--- config.mk ---
export PLATFORM = sky130hd
export DESIGN_NAME = wlast_rebuild_top
export DESIGN_NICKNAME = d
export VERILOG_FILES = /design/src/design/wlast_rebuild_pkg.sv /design/src/design/wr_lane_dispatch.sv /design/src/design/wlast_fixup_lane.sv /design/src/design/wr_burst_merge.sv /design/src/design/wlast_rebuild_top.sv
export SDC_FILE = /design/constraint.sdc
export NUM_CORES = 1
export LEC_CHECK = 0
export BUFFER_PORTS_ARGS = -buffer_cell sky130_fd_sc_hd__buf_4
export CAP_MARGIN = 0
export CORE_MARGIN = 5
export CORE_UTILIZATION = 60
export CTS_CLUSTER_DIAMETER = 120
export DETAILED_ROUTE_END_ITERATION = 10
export GPL_TIMING_DRIVEN = 0
export HOLD_SLACK_MARGIN = 0.08
export PLACE_DENSITY_LB_ADDON = 0.15
export SKIP_CTS_REPAIR_TIMING = 1
export SYNTH_ARGS = -nofsm -noshare
export SYNTH_HDL_FRONTEND = slang
export SYNTH_SLANG_ARGS = --single-unit
--- constraint.sdc ---
create_clock -name clk -period 8 [get_ports clk]
set_input_delay 0.8 -clock clk [delete_from_list [all_inputs] [get_ports clk]]
set_output_delay 0.8 -clock clk [all_outputs]
set_load 0.005 [all_outputs]
--- src/design/wlast_rebuild_pkg.sv ---
`default_nettype none

package wlast_rebuild_pkg;

    // Four lanes, chosen by the two low bits of the write ID
    localparam int n_lanes = 4;
    localparam int lane_w = 2;

    // Channel field widths
    localparam int id_w = 4;
    localparam int addr_w = 32;
    localparam int data_w = 32;
    localparam int strb_w = 4;

    // AXI length field holds the beat count minus one
    localparam int len_w = 8;

    // Write address as seen on both the source and the sink side
    typedef struct packed {
        logic [id_w-1:0]   id;
        logic [addr_w-1:0] addr;
        logic [len_w-1:0]  len;
    } wr_addr_t;

    // Source beat in the AXI3 style, tagged with its ID and without last
    typedef struct packed {
        logic [id_w-1:0]   id;
        logic [data_w-1:0] data;
        logic [strb_w-1:0] strb;
    } wr_beat_in_t;

    // Sink beat in the AXI4 style, with the rebuilt last flag
    typedef struct packed {
        logic [data_w-1:0] data;
        logic [strb_w-1:0] strb;
        logic              last;
    } wr_beat_out_t;

    // Merger waits for an address in idle and stays locked on one lane in burst
    typedef enum logic [0:0] {
        merge_idle,
        merge_burst
    } merge_state_e;

endpackage

`default_nettype wire

--- src/design/wr_lane_dispatch.sv ---
`timescale 1ns/1ps
`default_nettype none

module wr_lane_dispatch (
    input  logic                                    clk,
    input  logic                                    rst,
    input  wlast_rebuild_pkg::wr_addr_t             s_aw,
    input  logic                                    s_aw_valid,
    output logic                                    s_aw_ready,
    input  wlast_rebuild_pkg::wr_beat_in_t          s_w,
    input  logic                                    s_w_valid,
    output logic                                    s_w_ready,
    output wlast_rebuild_pkg::wr_addr_t             lane_aw,
    output logic [wlast_rebuild_pkg::n_lanes-1:0]   lane_aw_valid,
    input  logic [wlast_rebuild_pkg::n_lanes-1:0]   lane_aw_ready,
    output wlast_rebuild_pkg::wr_beat_in_t          lane_w,
    output logic [wlast_rebuild_pkg::n_lanes-1:0]   lane_w_valid,
    input  logic [wlast_rebuild_pkg::n_lanes-1:0]   lane_w_ready
);

    // Held items and the lane each one was decoded to
    wlast_rebuild_pkg::wr_addr_t    aw_q;
    wlast_rebuild_pkg::wr_beat_in_t w_q;
    logic [wlast_rebuild_pkg::lane_w-1:0] aw_lane_q;
    logic [wlast_rebuild_pkg::lane_w-1:0] w_lane_q;
    logic aw_full_q;
    logic w_full_q;
    // Keeps both source readies low until the first cycle out of reset
    logic run_q;
    logic aw_take;
    logic w_take;

    // Only the target lane's ready decides whether the held item leaves
    assign aw_take = aw_full_q && lane_aw_ready[aw_lane_q];
    assign w_take = w_full_q && lane_w_ready[w_lane_q];

    // A new item fits when the register is empty or drains in this cycle
    assign s_aw_ready = run_q && (!aw_full_q || aw_take);
    assign s_w_ready = run_q && (!w_full_q || w_take);

    // One shared payload bus per channel, the valid picks the lane
    assign lane_aw = aw_q;
    assign lane_w = w_q;

    always_comb
    begin
        lane_aw_valid = '0;
        lane_w_valid = '0;
        lane_aw_valid[aw_lane_q] = aw_full_q;
        lane_w_valid[w_lane_q] = w_full_q;
    end

    always_ff @(posedge clk)
    begin
        if (rst)
        begin
            run_q <= 1'b0;
            aw_full_q <= 1'b0;
            w_full_q <= 1'b0;
        end
        else
        begin
            run_q <= 1'b1;
            // With ready high the register is free, so it simply takes valid
            if (s_aw_ready)
                aw_full_q <= s_aw_valid;
            if (s_w_ready)
                w_full_q <= s_w_valid;
        end
    end

    // Payload and lane select load only on a handshake
    always_ff @(posedge clk)
    begin
        if (s_aw_valid && s_aw_ready)
        begin
            aw_q <= s_aw;
            aw_lane_q <= s_aw.id[wlast_rebuild_pkg::lane_w-1:0];
        end
        if (s_w_valid && s_w_ready)
        begin
            w_q <= s_w;
            w_lane_q <= s_w.id[wlast_rebuild_pkg::lane_w-1:0];
        end
    end

endmodule

`default_nettype wire

--- src/design/wlast_fixup_lane.sv ---
`timescale 1ns/1ps
`default_nettype none

module wlast_fixup_lane (
    input  logic                            clk,
    input  logic                            rst,
    input  wlast_rebuild_pkg::wr_addr_t     in_aw,
    input  logic                            in_aw_valid,
    output logic                            in_aw_ready,
    input  wlast_rebuild_pkg::wr_beat_in_t  in_w,
    input  logic                            in_w_valid,
    output logic                            in_w_ready,
    output wlast_rebuild_pkg::wr_addr_t     out_aw,
    output logic                            out_aw_valid,
    input  logic                            out_aw_ready,
    output wlast_rebuild_pkg::wr_beat_out_t out_w,
    output logic                            out_w_valid,
    input  logic                            out_w_ready
);

    // One-deep holding registers for the address and the data beat
    wlast_rebuild_pkg::wr_addr_t    aw_q;
    wlast_rebuild_pkg::wr_beat_in_t w_q;
    logic aw_full_q;
    logic w_full_q;

    // High while the next beat to issue opens a new burst
    logic sop_q;
    // Beats still to come after the one most recently issued
    logic [wlast_rebuild_pkg::len_w-1:0] cnt_q;

    logic aw_leave;
    logic w_leave;
    logic eop;

    // The address leaves only together with the first beat of its burst,
    // which keeps the AW and W streams aligned on the sink side
    assign out_aw_valid = aw_full_q && w_full_q && sop_q;

    // A first beat needs its address, middle and final beats go alone
    assign out_w_valid = w_full_q && (!sop_q || aw_full_q);

    assign aw_leave = out_aw_valid && out_aw_ready;
    assign w_leave = out_w_valid && out_w_ready;

    // A beat stuck waiting for its address blocks the data input
    assign in_aw_ready = !aw_full_q || aw_leave;
    assign in_w_ready = !w_full_q || w_leave;

    // On the first beat the length decides, afterwards the counter
    assign eop = sop_q ? (aw_q.len == '0) : (cnt_q == '0);

    assign out_aw = aw_q;

    // The ID is dropped here and the rebuilt last takes its place
    always_comb
    begin
        out_w.data = w_q.data;
        out_w.strb = w_q.strb;
        out_w.last = eop;
    end

    always_ff @(posedge clk)
    begin
        if (rst)
        begin
            aw_full_q <= 1'b0;
            w_full_q <= 1'b0;
            sop_q <= 1'b1;
            cnt_q <= '0;
        end
        else
        begin
            if (in_aw_ready)
                aw_full_q <= in_aw_valid;
            if (in_w_ready)
                w_full_q <= in_w_valid;
            if (w_leave)
            begin
                // The beat after a last one starts the next burst
                sop_q <= eop;
                // Load the length on the first beat, already less this beat
                if (sop_q)
                    cnt_q <= aw_q.len - 1'b1;
                else
                    cnt_q <= cnt_q - 1'b1;
            end
        end
    end

    always_ff @(posedge clk)
    begin
        if (in_aw_valid && in_aw_ready)
            aw_q <= in_aw;
        if (in_w_valid && in_w_ready)
            w_q <= in_w;
    end

endmodule

`default_nettype wire

--- src/design/wr_burst_merge.sv ---
`timescale 1ns/1ps
`default_nettype none

module wr_burst_merge (
    input  logic                                  clk,
    input  logic                                  rst,
    input  wlast_rebuild_pkg::wr_addr_t           lane_aw [wlast_rebuild_pkg::n_lanes],
    input  logic [wlast_rebuild_pkg::n_lanes-1:0] lane_aw_valid,
    output logic [wlast_rebuild_pkg::n_lanes-1:0] lane_aw_ready,
    input  wlast_rebuild_pkg::wr_beat_out_t       lane_w [wlast_rebuild_pkg::n_lanes],
    input  logic [wlast_rebuild_pkg::n_lanes-1:0] lane_w_valid,
    output logic [wlast_rebuild_pkg::n_lanes-1:0] lane_w_ready,
    output wlast_rebuild_pkg::wr_addr_t           m_aw,
    output logic                                  m_aw_valid,
    input  logic                                  m_aw_ready,
    output wlast_rebuild_pkg::wr_beat_out_t       m_w,
    output logic                                  m_w_valid,
    input  logic                                  m_w_ready
);

    wlast_rebuild_pkg::merge_state_e state_q;
    // Search start for the next grant, and the lane that owns the output
    logic [wlast_rebuild_pkg::lane_w-1:0] ptr_q;
    logic [wlast_rebuild_pkg::lane_w-1:0] grant_q;
    logic [wlast_rebuild_pkg::lane_w-1:0] rr_pick;
    logic [wlast_rebuild_pkg::lane_w-1:0] sel;
    logic any_aw;
    logic active;
    logic sel_aw;
    logic pair_ok;
    logic burst_done;

    // First lane with a pending address, searching upward from the pointer
    always_comb
    begin
        logic [wlast_rebuild_pkg::lane_w-1:0] idx;
        rr_pick = ptr_q;
        any_aw = 1'b0;
        for (int k = 0; k < wlast_rebuild_pkg::n_lanes; k++)
        begin
            idx = ptr_q + k[wlast_rebuild_pkg::lane_w-1:0];
            if (!any_aw && lane_aw_valid[idx])
            begin
                rr_pick = idx;
                any_aw = 1'b1;
            end
        end
    end

    // In a burst only the granted lane may reach the output
    assign sel = (state_q == wlast_rebuild_pkg::merge_burst) ? grant_q : rr_pick;
    assign active = (state_q == wlast_rebuild_pkg::merge_burst) || any_aw;
    assign sel_aw = active && lane_aw_valid[sel];

    // Address and first beat move as one, so both readies must be high
    assign pair_ok = m_aw_ready && m_w_ready;

    assign m_aw = lane_aw[sel];
    assign m_w = lane_w[sel];
    assign m_aw_valid = sel_aw && pair_ok;
    assign m_w_valid = active && lane_w_valid[sel] && (!sel_aw || pair_ok);

    always_comb
    begin
        lane_aw_ready = '0;
        lane_w_ready = '0;
        if (active)
        begin
            lane_aw_ready[sel] = pair_ok;
            lane_w_ready[sel] = m_w_ready && (!sel_aw || m_aw_ready);
        end
    end

    assign burst_done = m_w_valid && m_w_ready && m_w.last;

    always_ff @(posedge clk)
    begin
        if (rst)
        begin
            state_q <= wlast_rebuild_pkg::merge_idle;
            ptr_q <= '0;
            grant_q <= '0;
        end
        else
        begin
            case (state_q)
                wlast_rebuild_pkg::merge_idle:
                begin
                    // Lock on the picked lane, unless a one-beat burst already left
                    if (any_aw)
                    begin
                        grant_q <= rr_pick;
                        ptr_q <= rr_pick + 1'b1;
                        if (!burst_done)
                            state_q <= wlast_rebuild_pkg::merge_burst;
                    end
                end
                wlast_rebuild_pkg::merge_burst:
                begin
                    if (burst_done)
                        state_q <= wlast_rebuild_pkg::merge_idle;
                end
                default:
                    state_q <= wlast_rebuild_pkg::merge_idle;
            endcase
        end
    end

endmodule

`default_nettype wire

--- src/design/wlast_rebuild_top.sv ---
`timescale 1ns/1ps
`default_nettype none

module wlast_rebuild_top (
    input  logic                            clk,
    input  logic                            rst,
    input  wlast_rebuild_pkg::wr_addr_t     s_aw,
    input  logic                            s_aw_valid,
    output logic                            s_aw_ready,
    input  wlast_rebuild_pkg::wr_beat_in_t  s_w,
    input  logic                            s_w_valid,
    output logic                            s_w_ready,
    output wlast_rebuild_pkg::wr_addr_t     m_aw,
    output logic                            m_aw_valid,
    input  logic                            m_aw_ready,
    output wlast_rebuild_pkg::wr_beat_out_t m_w,
    output logic                            m_w_valid,
    input  logic                            m_w_ready
);

    // Shared buses from the dispatcher into every lane
    wlast_rebuild_pkg::wr_addr_t    disp_aw;
    wlast_rebuild_pkg::wr_beat_in_t disp_w;
    logic [wlast_rebuild_pkg::n_lanes-1:0] disp_aw_valid;
    logic [wlast_rebuild_pkg::n_lanes-1:0] disp_aw_ready;
    logic [wlast_rebuild_pkg::n_lanes-1:0] disp_w_valid;
    logic [wlast_rebuild_pkg::n_lanes-1:0] disp_w_ready;

    // Per-lane outputs toward the merger
    wlast_rebuild_pkg::wr_addr_t    fix_aw [wlast_rebuild_pkg::n_lanes];
    wlast_rebuild_pkg::wr_beat_out_t fix_w [wlast_rebuild_pkg::n_lanes];
    logic [wlast_rebuild_pkg::n_lanes-1:0] fix_aw_valid;
    logic [wlast_rebuild_pkg::n_lanes-1:0] fix_aw_ready;
    logic [wlast_rebuild_pkg::n_lanes-1:0] fix_w_valid;
    logic [wlast_rebuild_pkg::n_lanes-1:0] fix_w_ready;

    wr_lane_dispatch wr_lane_dispatch_i (
        .clk           (clk),
        .rst           (rst),
        .s_aw          (s_aw),
        .s_aw_valid    (s_aw_valid),
        .s_aw_ready    (s_aw_ready),
        .s_w           (s_w),
        .s_w_valid     (s_w_valid),
        .s_w_ready     (s_w_ready),
        .lane_aw       (disp_aw),
        .lane_aw_valid (disp_aw_valid),
        .lane_aw_ready (disp_aw_ready),
        .lane_w        (disp_w),
        .lane_w_valid  (disp_w_valid),
        .lane_w_ready  (disp_w_ready)
    );

    // Each lane sees only the IDs that decode to it
    for (genvar i = 0; i < wlast_rebuild_pkg::n_lanes; i++)
    begin : g_lane
        wlast_fixup_lane wlast_fixup_lane_i (
            .clk          (clk),
            .rst          (rst),
            .in_aw        (disp_aw),
            .in_aw_valid  (disp_aw_valid[i]),
            .in_aw_ready  (disp_aw_ready[i]),
            .in_w         (disp_w),
            .in_w_valid   (disp_w_valid[i]),
            .in_w_ready   (disp_w_ready[i]),
            .out_aw       (fix_aw[i]),
            .out_aw_valid (fix_aw_valid[i]),
            .out_aw_ready (fix_aw_ready[i]),
            .out_w        (fix_w[i]),
            .out_w_valid  (fix_w_valid[i]),
            .out_w_ready  (fix_w_ready[i])
        );
    end

    wr_burst_merge wr_burst_merge_i (
        .clk           (clk),
        .rst           (rst),
        .lane_aw       (fix_aw),
        .lane_aw_valid (fix_aw_valid),
        .lane_aw_ready (fix_aw_ready),
        .lane_w        (fix_w),
        .lane_w_valid  (fix_w_valid),
        .lane_w_ready  (fix_w_ready),
        .m_aw          (m_aw),
        .m_aw_valid    (m_aw_valid),
        .m_aw_ready    (m_aw_ready),
        .m_w           (m_w),
        .m_w_valid     (m_w_valid),
        .m_w_ready     (m_w_ready)
    );

endmodule

`default_nettype wire

==> results.sh, run 1 <==
export IMPL_worstPathArrival_ns=4.02
export IMPL_ant_nets=0
export IMPL_power_density_nw_per_um2=217
export IMPL_slew_headroom=0.382
export IMPL_r2r_cells=10
export IMPL_layout_nets=1810
export IMPL_antenna_found_initial=0
export IMPL_synth_seq_cells=454
export IMPL_grt_util_all_layers=0.256
export IMPL_synth_most_common_cell="edfxtp_1"
export IMPL_io_pins=175
export IMPL_fin_crit_ns=4.82
export IMPL_cts_root_buf="clkbuf_16"
export IMPL_routed_wl_um=44500
export IMPL_setup_viol=0
export IMPL_final_max_slew_viol_count=0
export IMPL_synth_area_top_cells="edfxtp_1 65%, nand2_1 7.6%, dfxtp_1 5.6%, a31oi_1 3.1%, and3_1 2.9%"
export IMPL_yosysSeqAreaShare=0.707
export IMPL_viasPerCell=6.00
export IMPL_die_area_um2=34500
export IMPL_initial_core_util=0.606
export IMPL_syn_area_per_cell_um2=12.5
export IMPL_syn_inst=1485
export IMPL_worstPathMaxFanout=10
export IMPL_io_buffers=172
export IMPL_clock_path_buffers=3
export IMPL_place_gp_congestion=0.893
export IMPL_cts_made_buffers=45
export IMPL_cp_slowest_stage_delay_ns=0.63
export IMPL_hold_ws_ns=0.419
export IMPL_synth_edff_count=402
export IMPL_max_freq_ghz=0.207
export IMPL_synth_top_area_cell="edfxtp_1"
export IMPL_synthesis_nets=1579
export IMPL_cp_end_kind="primary output"
export IMPL_skew_ns=0.0142
export IMPL_synthArstFlopShare=0
export IMPL_diodes=0
export IMPL_cp_required_ns=7.20
export IMPL_synth_top_cell_area_share=0.651
export IMPL_cts_tree="done"
export IMPL_drv_cap=0
export IMPL_drt_wirelength_per_cell_um=20.7
export IMPL_synthFlopType="edfxtp_1"
export IMPL_synth_common_cells="402 x edfxtp_1, 376 x nand2_1, 92 x a31oi_1"
export IMPL_grt_max_degree=30
export IMPL_hp_class="primary input to flip-flop"
export IMPL_setup_tns_ns=0
export IMPL_cts_max_level=2
export IMPL_multiInputGateArea_um2=5100
export IMPL_whs_path_depth=1
export IMPL_clkLatencyLatePin_ns=0.55
export IMPL_vias=12886
export IMPL_peakVddDrop_uv=225
export IMPL_tightest_slew_ns=0.925
export IMPL_die_width_um=186
export IMPL_fill_cells=2091
export IMPL_crit_chain="nand3_1, a311oi_1, o41a_1, buf_2, clkbuf_1, nand2_1, a31oi_1, buf_4"
export IMPL_rows=64
export IMPL_die_y_um=186
export IMPL_grt_pass1_vias=12705
export IMPL_rsz0062_at_grt="false"
export IMPL_grt_ovfl_total=0
export IMPL_path_clk_slew_ns=0.06
export IMPL_drtIter0Drc=1212
export IMPL_start_kind="flip-flop"
export IMPL_syn_area_um2=18500
export IMPL_drc_errors=0
export IMPL_ys_warn_count=0
export IMPL_run_status="finished, final reports clean"
export IMPL_path_class="flip-flop to primary output"
export IMPL_grt_pass1_wl_um=68700
export IMPL_post_route_cells_drive_above_1_share=0.170
export IMPL_syn_to_final_growth_pct=19.0
export IMPL_dr_pass1_iters=6
export IMPL_ys_types=69
export IMPL_fin_crit_sh=0.603
export IMPL_core_area_um2=30600
export IMPL_clock_sinks=454
export IMPL_p_leak_nw=8.07
export IMPL_crit_path_top_delay_cell="clkbuf_1"
export IMPL_dpl_hpwl_um=29300
export IMPL_hold_violations=0
export IMPL_seq_area_um2=13100
worst max-delay path: cells and delay by family (launching register included):
family,cells,cell delay [ns]
buffers and inverters,3,1.23
AOI/OAI and AO/OA,3,1.20
DFF,1,0.58
and+or+nand+nor,2,0.45
path summary, 6_finish.rpt:
| path | startpoint | endpoint | slack [ns] |
|---|---|---|---|
| min | s_w[9] | wr_lane_dispatch_i.lane_w[9] | 0.42 |
| min reg2reg | g_lane[2].wlast_fixup_lane_i.cnt_q[0] | g_lane[2].wlast_fixup_lane_i.cnt_q[0] | 0.48 |
| max | g_lane[0].wlast_fixup_lane_i.w_full_q | m_w[32] | 3.18 |
| max reg2reg | g_lane[1].wlast_fixup_lane_i.sop_q | g_lane[3].wlast_fixup_lane_i.out_aw[22] | 4.31 |
power by group:
part	internal (W)	switching (W)
Clock	0.00111	0.000859
Combinational	0.0000708	0.0000843
Sequential	0.00264	0.0000337
Total	0.00382	0.000977
logic make-up after synthesis:
kind of cell	after synthesis	share of synthesized area
DFF	454	0.707
and+or+nand+nor	637	0.159
AOI/OAI and AO/OA	246	0.0852
adders and majority gates	4	0.00270
buffers and inverters	100	0.0230
muxes	24	0.0138
xor gates and xnor gates	20	0.00945
per-layer routing:
layer  wire (um)  vias up  GRT usage
li1            -     5955          -
met1       18100     6244      0.362
met2       21300      593      0.412
met3        3800       94     0.0510
met4        1290        0     0.0749
met5           0        -          0
layout make-up:
type / count / share of cell area
multi-input cells: 931 / 0.231
flip-flops and latches: 454 / 0.594
inverters: 11 / 0.00187
repair buffers: 184 / 0.0698
well taps: 396 / 0.0225
plain buffers: 89 / 0.0175
clock buffers: 59 / 0.0553
clock inverters: 22 / 0.00743
stage by stage:
| stage | setup WS (ns) | cell area [um2] | util | power (W) | std cells |
|---|---|---|---|---|---|
| after global placement | 0.752 | 20300 | 0.665 | 0.00286 | 2053 |
| after CTS | 3.19 | 22100 | 0.721 | 0.00482 | 2146 |
| final | 3.18 | 22100 | 0.721 | 0.00480 | 2146 |
| after detailed placement | 3.77 | 20700 | 0.676 | 0.00287 | 2065 |
| after global routing | 3.02 | 22100 | 0.721 | 0.00494 | 2146 |
| after floorplan | 3.14 | 18500 | - | 0.00277 | 1485 |
sequential cells by signal (all words and copies together), names as in the netlist:
signal	flops
wr_lane_dispatch_i.aw_lane_q	1
g_lane.wlast_fixup_lane_i.sop_q	4
g_lane.wlast_fixup_lane_i.cnt_q	32
g_lane.wlast_fixup_lane_i.aw_full_q	4
g_lane.wlast_fixup_lane_i.out_w	144
wr_lane_dispatch_i.w_lane_q	2
g_lane.wlast_fixup_lane_i.out_aw	176
wr_lane_dispatch_i.w_full_q	1
wr_lane_dispatch_i.lane_w	36
wr_lane_dispatch_i.lane_aw	43
wr_burst_merge_i.state_q	1
wr_burst_merge_i.ptr_q	2
wr_burst_merge_i.grant_q	2
g_lane.wlast_fixup_lane_i.w_full_q	4
wr_lane_dispatch_i.aw_full_q	1
wr_lane_dispatch_i.run_q	1
cells in the final DEF (no fill, tap or decap), drive strengths merged, types with 8 or more instances in the layout:
cell type and n:
dfxtp 52, o211ai 10, buf 214, mux2i 22, xnor2 13, clkinv 16
nor3b 9, clkbuf 118, a21oi 45, a31oi 92, inv 12, o21ai 38
nand2 376, nor2b 8, o31ai 9, edfxtp 402, and3 88, nor3 32
nor4 9, nor2 47, nand3 21
(Power assumes the default switching activity.)
==> run 2, diff against run 1 <==
--- a/config.mk
+++ b/config.mk
@@ -8,7 +8,7 @@
 export BUFFER_PORTS_ARGS = -buffer_cell sky130_fd_sc_hd__buf_4
 export CAP_MARGIN = 0
 export CORE_MARGIN = 5
-export CORE_UTILIZATION = 60
+export CORE_UTILIZATION = 59
 export CTS_CLUSTER_DIAMETER = 120
 export DETAILED_ROUTE_END_ITERATION = 10
 export GPL_TIMING_DRIVEN = 0
==> constraint.sdc (replaced) <==
create_clock -name clk -period 4.5 [get_ports clk]
set_input_delay 0.45 -clock clk [delete_from_list [all_inputs] [get_ports clk]]
set_output_delay 0.45 -clock clk [all_outputs]
set_load 0.005 [all_outputs]
==> run 2 against run 1 <==
Effect of this change:
- die area is 1.6% higher
- core utilization increased by 0.57 points
- via count is 3.3% higher
- wire length up 6.4%
- total power grew 82%
- global-route usage decreased by 0.25 points
- clock power rose by 85%
- setup slack got worse by 3.0 ns
- sequential power grew 78%
- register-to-register slack lost 3.6 ns
- critical path type unchanged
==> results.sh, run 2 (synthesis results as in run 1) <==
export IMPL_run_status="finished, final reports clean"
export IMPL_fin_crit_sh=0.967
export IMPL_syn_to_final_growth_pct=22.7
export IMPL_multiInputGateArea_um2=5100
export IMPL_r2r_end="wr_lane_dispatch_i.lane_w[1]"
export IMPL_cts_max_level=2
export IMPL_dp_cells=2069
export IMPL_cts_tree="done"
export IMPL_ant_nets=0
export IMPL_clkLatencyLatePin_ns=0.54
export IMPL_worstPathArrival_ns=3.90
export IMPL_r2r_start="g_lane[3].wlast_fixup_lane_i.aw_full_q"
export IMPL_vias=13313
export IMPL_p_leak_nw=8.37
export IMPL_cp_end_kind="primary output"
export IMPL_fin_ws_ns=0.149
export IMPL_start_kind="flip-flop"
export IMPL_io_buffers=172
export IMPL_place_gp_congestion=0.912
export IMPL_grt_pass1_vias=12868
export IMPL_routed_wl_um=47300
export IMPL_grt_util_all_layers=0.254
export IMPL_drv_cap=0
export IMPL_skew_ns=0.0144
export IMPL_die_area_um2=35100
export IMPL_critPathTopFamily="buffers and inverters"
export IMPL_post_route_cells_drive_above_1_share=0.165
export IMPL_postLayoutCoreUtil=0.727
export IMPL_drt_wirelength_per_cell_um=21.3
export IMPL_largest_reg_flops=176
export IMPL_core_area_um2=31300
export IMPL_fin_area_um2=22800
export IMPL_die_width_um=187
export IMPL_clock_sinks=454
export IMPL_crit_path_start="g_lane[3].wlast_fixup_lane_i.aw_full_q"
export IMPL_cts_root_buf="clkbuf_16"
export IMPL_hold_path_startpoint="s_w[28]"
export IMPL_drtIter0Drc=1342
export IMPL_worstPathMaxFanout=10
export IMPL_r2r_cells=8
export IMPL_crit_chain="nand3_1, a32o_1, o41ai_1, buf_2, buf_2, clkbuf_1, nand2_1, a31oi_1, buf_4"
export IMPL_grt_max_degree=40
export IMPL_crit_path_top_delay_cell="clkbuf_1"
export IMPL_stdcell_count=2219
export IMPL_final_max_slew_viol_count=0
export IMPL_die_y_um=187
export IMPL_cp_slowest_stage_delay_ns=0.46
export IMPL_post_dp_cell_area_um2=20700
export IMPL_peakVddDrop_uv=404
export IMPL_dp_slack_ns=0.669
export IMPL_layout_nets=1874
export IMPL_dr_pass1_iters=5
export IMPL_cp_required_ns=4.05
export IMPL_layout_common_cells="402 x edfxtp_1, 376 x nand2_1, 172 x buf_4"
export IMPL_clock_path_buffers=3
export IMPL_path_class="flip-flop to primary output"
export IMPL_grt_ovfl_total=0
export IMPL_slew_headroom=0.363
export IMPL_drc_errors=0
export IMPL_power_density_nw_per_um2=383
export IMPL_initial_core_util=0.592
export IMPL_diodes=0
export IMPL_path_clk_slew_ns=0.06
export IMPL_whs_path_depth=1
export IMPL_viasPerCell=6.00
export IMPL_crit_buf_inv=4
export IMPL_hp_class="primary input to flip-flop"
export IMPL_fill_cells=2049
export IMPL_r2r_setup_slack_ns=0.67
export IMPL_min_to="wr_lane_dispatch_i.lane_w[28]"
export IMPL_io_pins=175
export IMPL_seq_area_um2=13100
export IMPL_layout_commonest_cell="edfxtp_1"
export IMPL_rows=65
export IMPL_tightest_slew_ns=0.953
export IMPL_cts_made_buffers=45
export IMPL_dpl_hpwl_um=29800
export IMPL_hold_violations=0
export IMPL_fin_crit_ns=4.35
export IMPL_setup_viol=0
export IMPL_grt_pass1_wl_um=70900
export IMPL_max_freq_ghz=0.230
export IMPL_antenna_found_initial=1
export IMPL_cpMostUsedCell="buf_2"
[run 2: final cells by class]
type | instances | area share
clock buffers | 61 | 0.0535
multi-input cells | 931 | 0.224
repair buffers | 248 | 0.0952
well taps | 402 | 0.0221
flip-flops and latches | 454 | 0.576
clock inverters | 23 | 0.00984
plain buffers | 89 | 0.0172
inverters | 11 | 0.00181
[run 2: worst max-delay path by stage]
stage                                                          to  slack [ns]  cells past startpoint
after global placement    g_lane[3].wlast_fixup_lane_i.out_aw[25]       -2.12                      7
after global routing                                      m_aw[7]      -0.003                      9
after floorplan            g_lane[3].wlast_fixup_lane_i.out_aw[0]        0.17                      9
after CTS                                                 m_aw[0]        0.09                      9
after detailed placement                                  m_aw[0]        0.67                      9
final                                                    m_aw[18]        0.15                      9
[run 2: layer usage]
layer  global-route usage  share of wire  routed length (um)
met1                0.354           0.41               19400
met2                0.412           0.49               23300
met3               0.0495          0.072                3390
met4               0.0745          0.025                1190
met5                    0        0.00027                  13
[run 2: report_power, final]
| group | total (W) | switching, W | internal [W] | leakage [nW] |
|---|---|---|---|---|
| combinational | 0.000328 | 0.000165 | 0.000163 | 3.59 |
| clock | 0.00364 | 0.00155 | 0.00209 | 0.696 |
| sequential | 0.00475 | 0.0000621 | 0.00469 | 4.09 |
[run 2: through the flow]
stage	power [W]	TNS (ns)	hold slack, ns
finish	0.00871	0	0.0961
global route	0.00898	-0.00277	0.0794
global placement	0.00509	-504.11	0.460
floorplan	0.00493	0	0.449
CTS	0.00869	0	0.0616
detailed placement	0.00511	0	0.468
==> run 3, diff against run 2 <==
--- a/config.mk
+++ b/config.mk
@@ -5,15 +5,16 @@
 export SDC_FILE = /design/constraint.sdc
 export NUM_CORES = 1
 export LEC_CHECK = 0
-export BUFFER_PORTS_ARGS = -buffer_cell sky130_fd_sc_hd__buf_4
+export BUFFER_PORTS_ARGS = -buffer_cell sky130_fd_sc_hd__buf_2
 export CAP_MARGIN = 0
 export CORE_MARGIN = 5
-export CORE_UTILIZATION = 59
+export CORE_UTILIZATION = 39
 export CTS_CLUSTER_DIAMETER = 120
 export DETAILED_ROUTE_END_ITERATION = 10
 export GPL_TIMING_DRIVEN = 0
 export HOLD_SLACK_MARGIN = 0.08
 export PLACE_DENSITY_LB_ADDON = 0.15
+export RECOVER_POWER = 100
 export SKIP_CTS_REPAIR_TIMING = 1
 export SYNTH_ARGS = -nofsm -noshare
 export SYNTH_HDL_FRONTEND = slang
==> run 3 against run 2 <==
Effect of this change:
- critical path depth down 1
- clock-buffer cell count down 4
- die area up 48%
- first-iteration DRC count down 32%
- clock skew up 0.0060 ns
- total power up 4.9%
- worst hold slack better by 0.029 ns
- core utilization down 25 points
- sequential cell count unchanged
- highest routed layer is now met4
- combinational power down 10%
==> results.sh, run 3 (synthesis results as in run 1) <==
export IMPL_run_status="finished, final reports clean"
export IMPL_hold_ws_ns=0.125
export IMPL_drtIter0Drc=915
export IMPL_clock_sinks=454
export IMPL_diodes=0
export IMPL_cts_made_buffers=48
export IMPL_rsz0062_at_grt="true"
export IMPL_start_kind="flip-flop"
export IMPL_crit_path_top_delay_cell="nor2b_1"
export IMPL_drt_wirelength_per_cell_um=20.5
export IMPL_dr_pass1_iters=5
export IMPL_routed_wl_um=50100
export IMPL_skew_ns=0.0204
export IMPL_fin_crit_ns=4.36
export IMPL_io_pins=175
export IMPL_cts_max_level=2
export IMPL_die_width_um=228
export IMPL_post_dp_cell_area_um2=20600
export IMPL_cts_root_buf="clkbuf_16"
export IMPL_die_area_um2=52000
export IMPL_p_total_w=0.00913
export IMPL_path_class="flip-flop to flip-flop"
export IMPL_syn_to_final_growth_pct=22.6
export IMPL_tightest_slew_ns=1.44
export IMPL_layout_commonest_cell="edfxtp_1"
export IMPL_grt_util_all_layers=0.184
export IMPL_drv_cap=0
export IMPL_grt_pass1_vias=12450
export IMPL_cp_slowest_stage_delay_ns=1.15
export IMPL_drc_errors=0
export IMPL_fin_area_um2=22700
export IMPL_dp_slack_ns=0.483
export IMPL_grt_ovfl_total=0
export IMPL_p_leak_nw=8.11
export IMPL_io_buffers=172
export IMPL_vias=12944
export IMPL_core_area_um2=47300
export IMPL_grt_max_degree=28
export IMPL_fin_crit_sh=0.968
export IMPL_cpMostUsedCell="buf_2"
export IMPL_worstPathArrival_ns=4.61
export IMPL_initial_core_util=0.392
export IMPL_hp_class="primary input to flip-flop"
export IMPL_peakVddDrop_uv=327
export IMPL_post_route_cells_drive_above_1_share=0.119
export IMPL_cp_required_ns=4.75
export IMPL_slew_headroom=0.0364
export IMPL_worstPathMaxFanout=26
export IMPL_max_freq_ghz=0.229
export IMPL_clock_path_buffers=3
export IMPL_place_gp_congestion=0.881
export IMPL_layout_common_cells="402 x edfxtp_1, 376 x nand2_1, 151 x clkbuf_1"
export IMPL_grt_pass1_wl_um=74900
export IMPL_rows=80
export IMPL_postLayoutCoreUtil=0.480
export IMPL_viasPerCell=5.28
export IMPL_fin_ws_ns=0.142
export IMPL_cts_tree="done"
export IMPL_dpl_hpwl_um=32700
export IMPL_layout_nets=1892
export IMPL_path_clk_slew_ns=0.06
export IMPL_crit_chain="nand3_1, a32o_1, o41a_1, buf_2, buf_2, o31ai_1, nor2b_1, buf_12"
export IMPL_setup_viol=0
export IMPL_largest_reg_flops=176
export IMPL_final_max_slew_viol_count=0
export IMPL_cp_end_kind="flip-flop"
export IMPL_power_density_nw_per_um2=402
export IMPL_ant_nets=0
export IMPL_clkLatencyLatePin_ns=0.57
export IMPL_antenna_found_initial=0
export IMPL_hold_violations=0
export IMPL_die_y_um=228
==> run 3: changes by cell type in the layout (fill, tap and decap cells not counted), moves of 3 or more <==
cell / delta
clkbuf_1: +85
clkbuf_2: +16
buf_4: -172
dlygate4sd3_1: +12
buf_12: -4
bufinv_16: +5
and2_0: +3
and2_1: -3
clkinvlp_4: +3
clkbuf_16: +3
buf_2: +70
==> run 3: final timing paths <==
check                                                           start                                endpoint  slack [ns]  cells after the start
worst max-delay path            g_lane[3].wlast_fixup_lane_i.w_full_q  g_lane[3].wlast_fixup_lane_i.out_w[13]        0.14                      8
worst min-delay path                                         s_aw[16]          wr_lane_dispatch_i.lane_aw[16]        0.13                      1
worst max register to register  g_lane[3].wlast_fixup_lane_i.w_full_q  g_lane[3].wlast_fixup_lane_i.out_w[13]        0.14                      8
worst min register to register  g_lane[2].wlast_fixup_lane_i.cnt_q[0]   g_lane[2].wlast_fixup_lane_i.cnt_q[0]        0.48                      2
==> run 3: cell type report <==
class	count	area (um2)
Multi-Input combinational cell	931	5070
Fill cell	4253	24600
Clock buffer	57	1270
Buffer	89	395
Clock inverter	31	362
Sequential cell	454	13100
Timing Repair Buffer	263	1720
Tap cell	615	769
Inverter	11	41.3
==> run 3: worst max-delay path: cells and delay by family, from the launching register on <==
kind,cells,cell delay (ns)
flip-flops,1,0.44
AO/OA/AOI/OAI,3,1.23
AND/OR/NAND/NOR,2,1.45
buffers and inverters,3,0.89
==> run 3: metrics by stage <==
step                      TNS (ns)  cells
after floorplan                  0   1485
after global placement     -618.10   2272
after detailed placement         0   2285
after CTS                   -0.298   2373
after global routing        -0.338   2451
final                            0   2451
==> run 3: per-layer routing <==
metal / up-vias / routed length [um] / global-route usage
met5: - / 0 / 0
met4: 0 / 1030 / 0.0482
met3: 70 / 2180 / 0.0251
met2: 341 / 24600 / 0.315
met1: 6414 / 22300 / 0.249
li1: 6119 / - / -
==> run 3: power breakdown <==
| part | total [W] | switching [W] | internal (W) |
|---|---|---|---|
| logic | 0.000295 | 0.000166 | 0.000129 |
| clock network | 0.00409 | 0.00162 | 0.00247 |
| registers | 0.00475 | 0.0000601 | 0.00469 |
| total | 0.00913 | 0.00185 | 0.00728 |
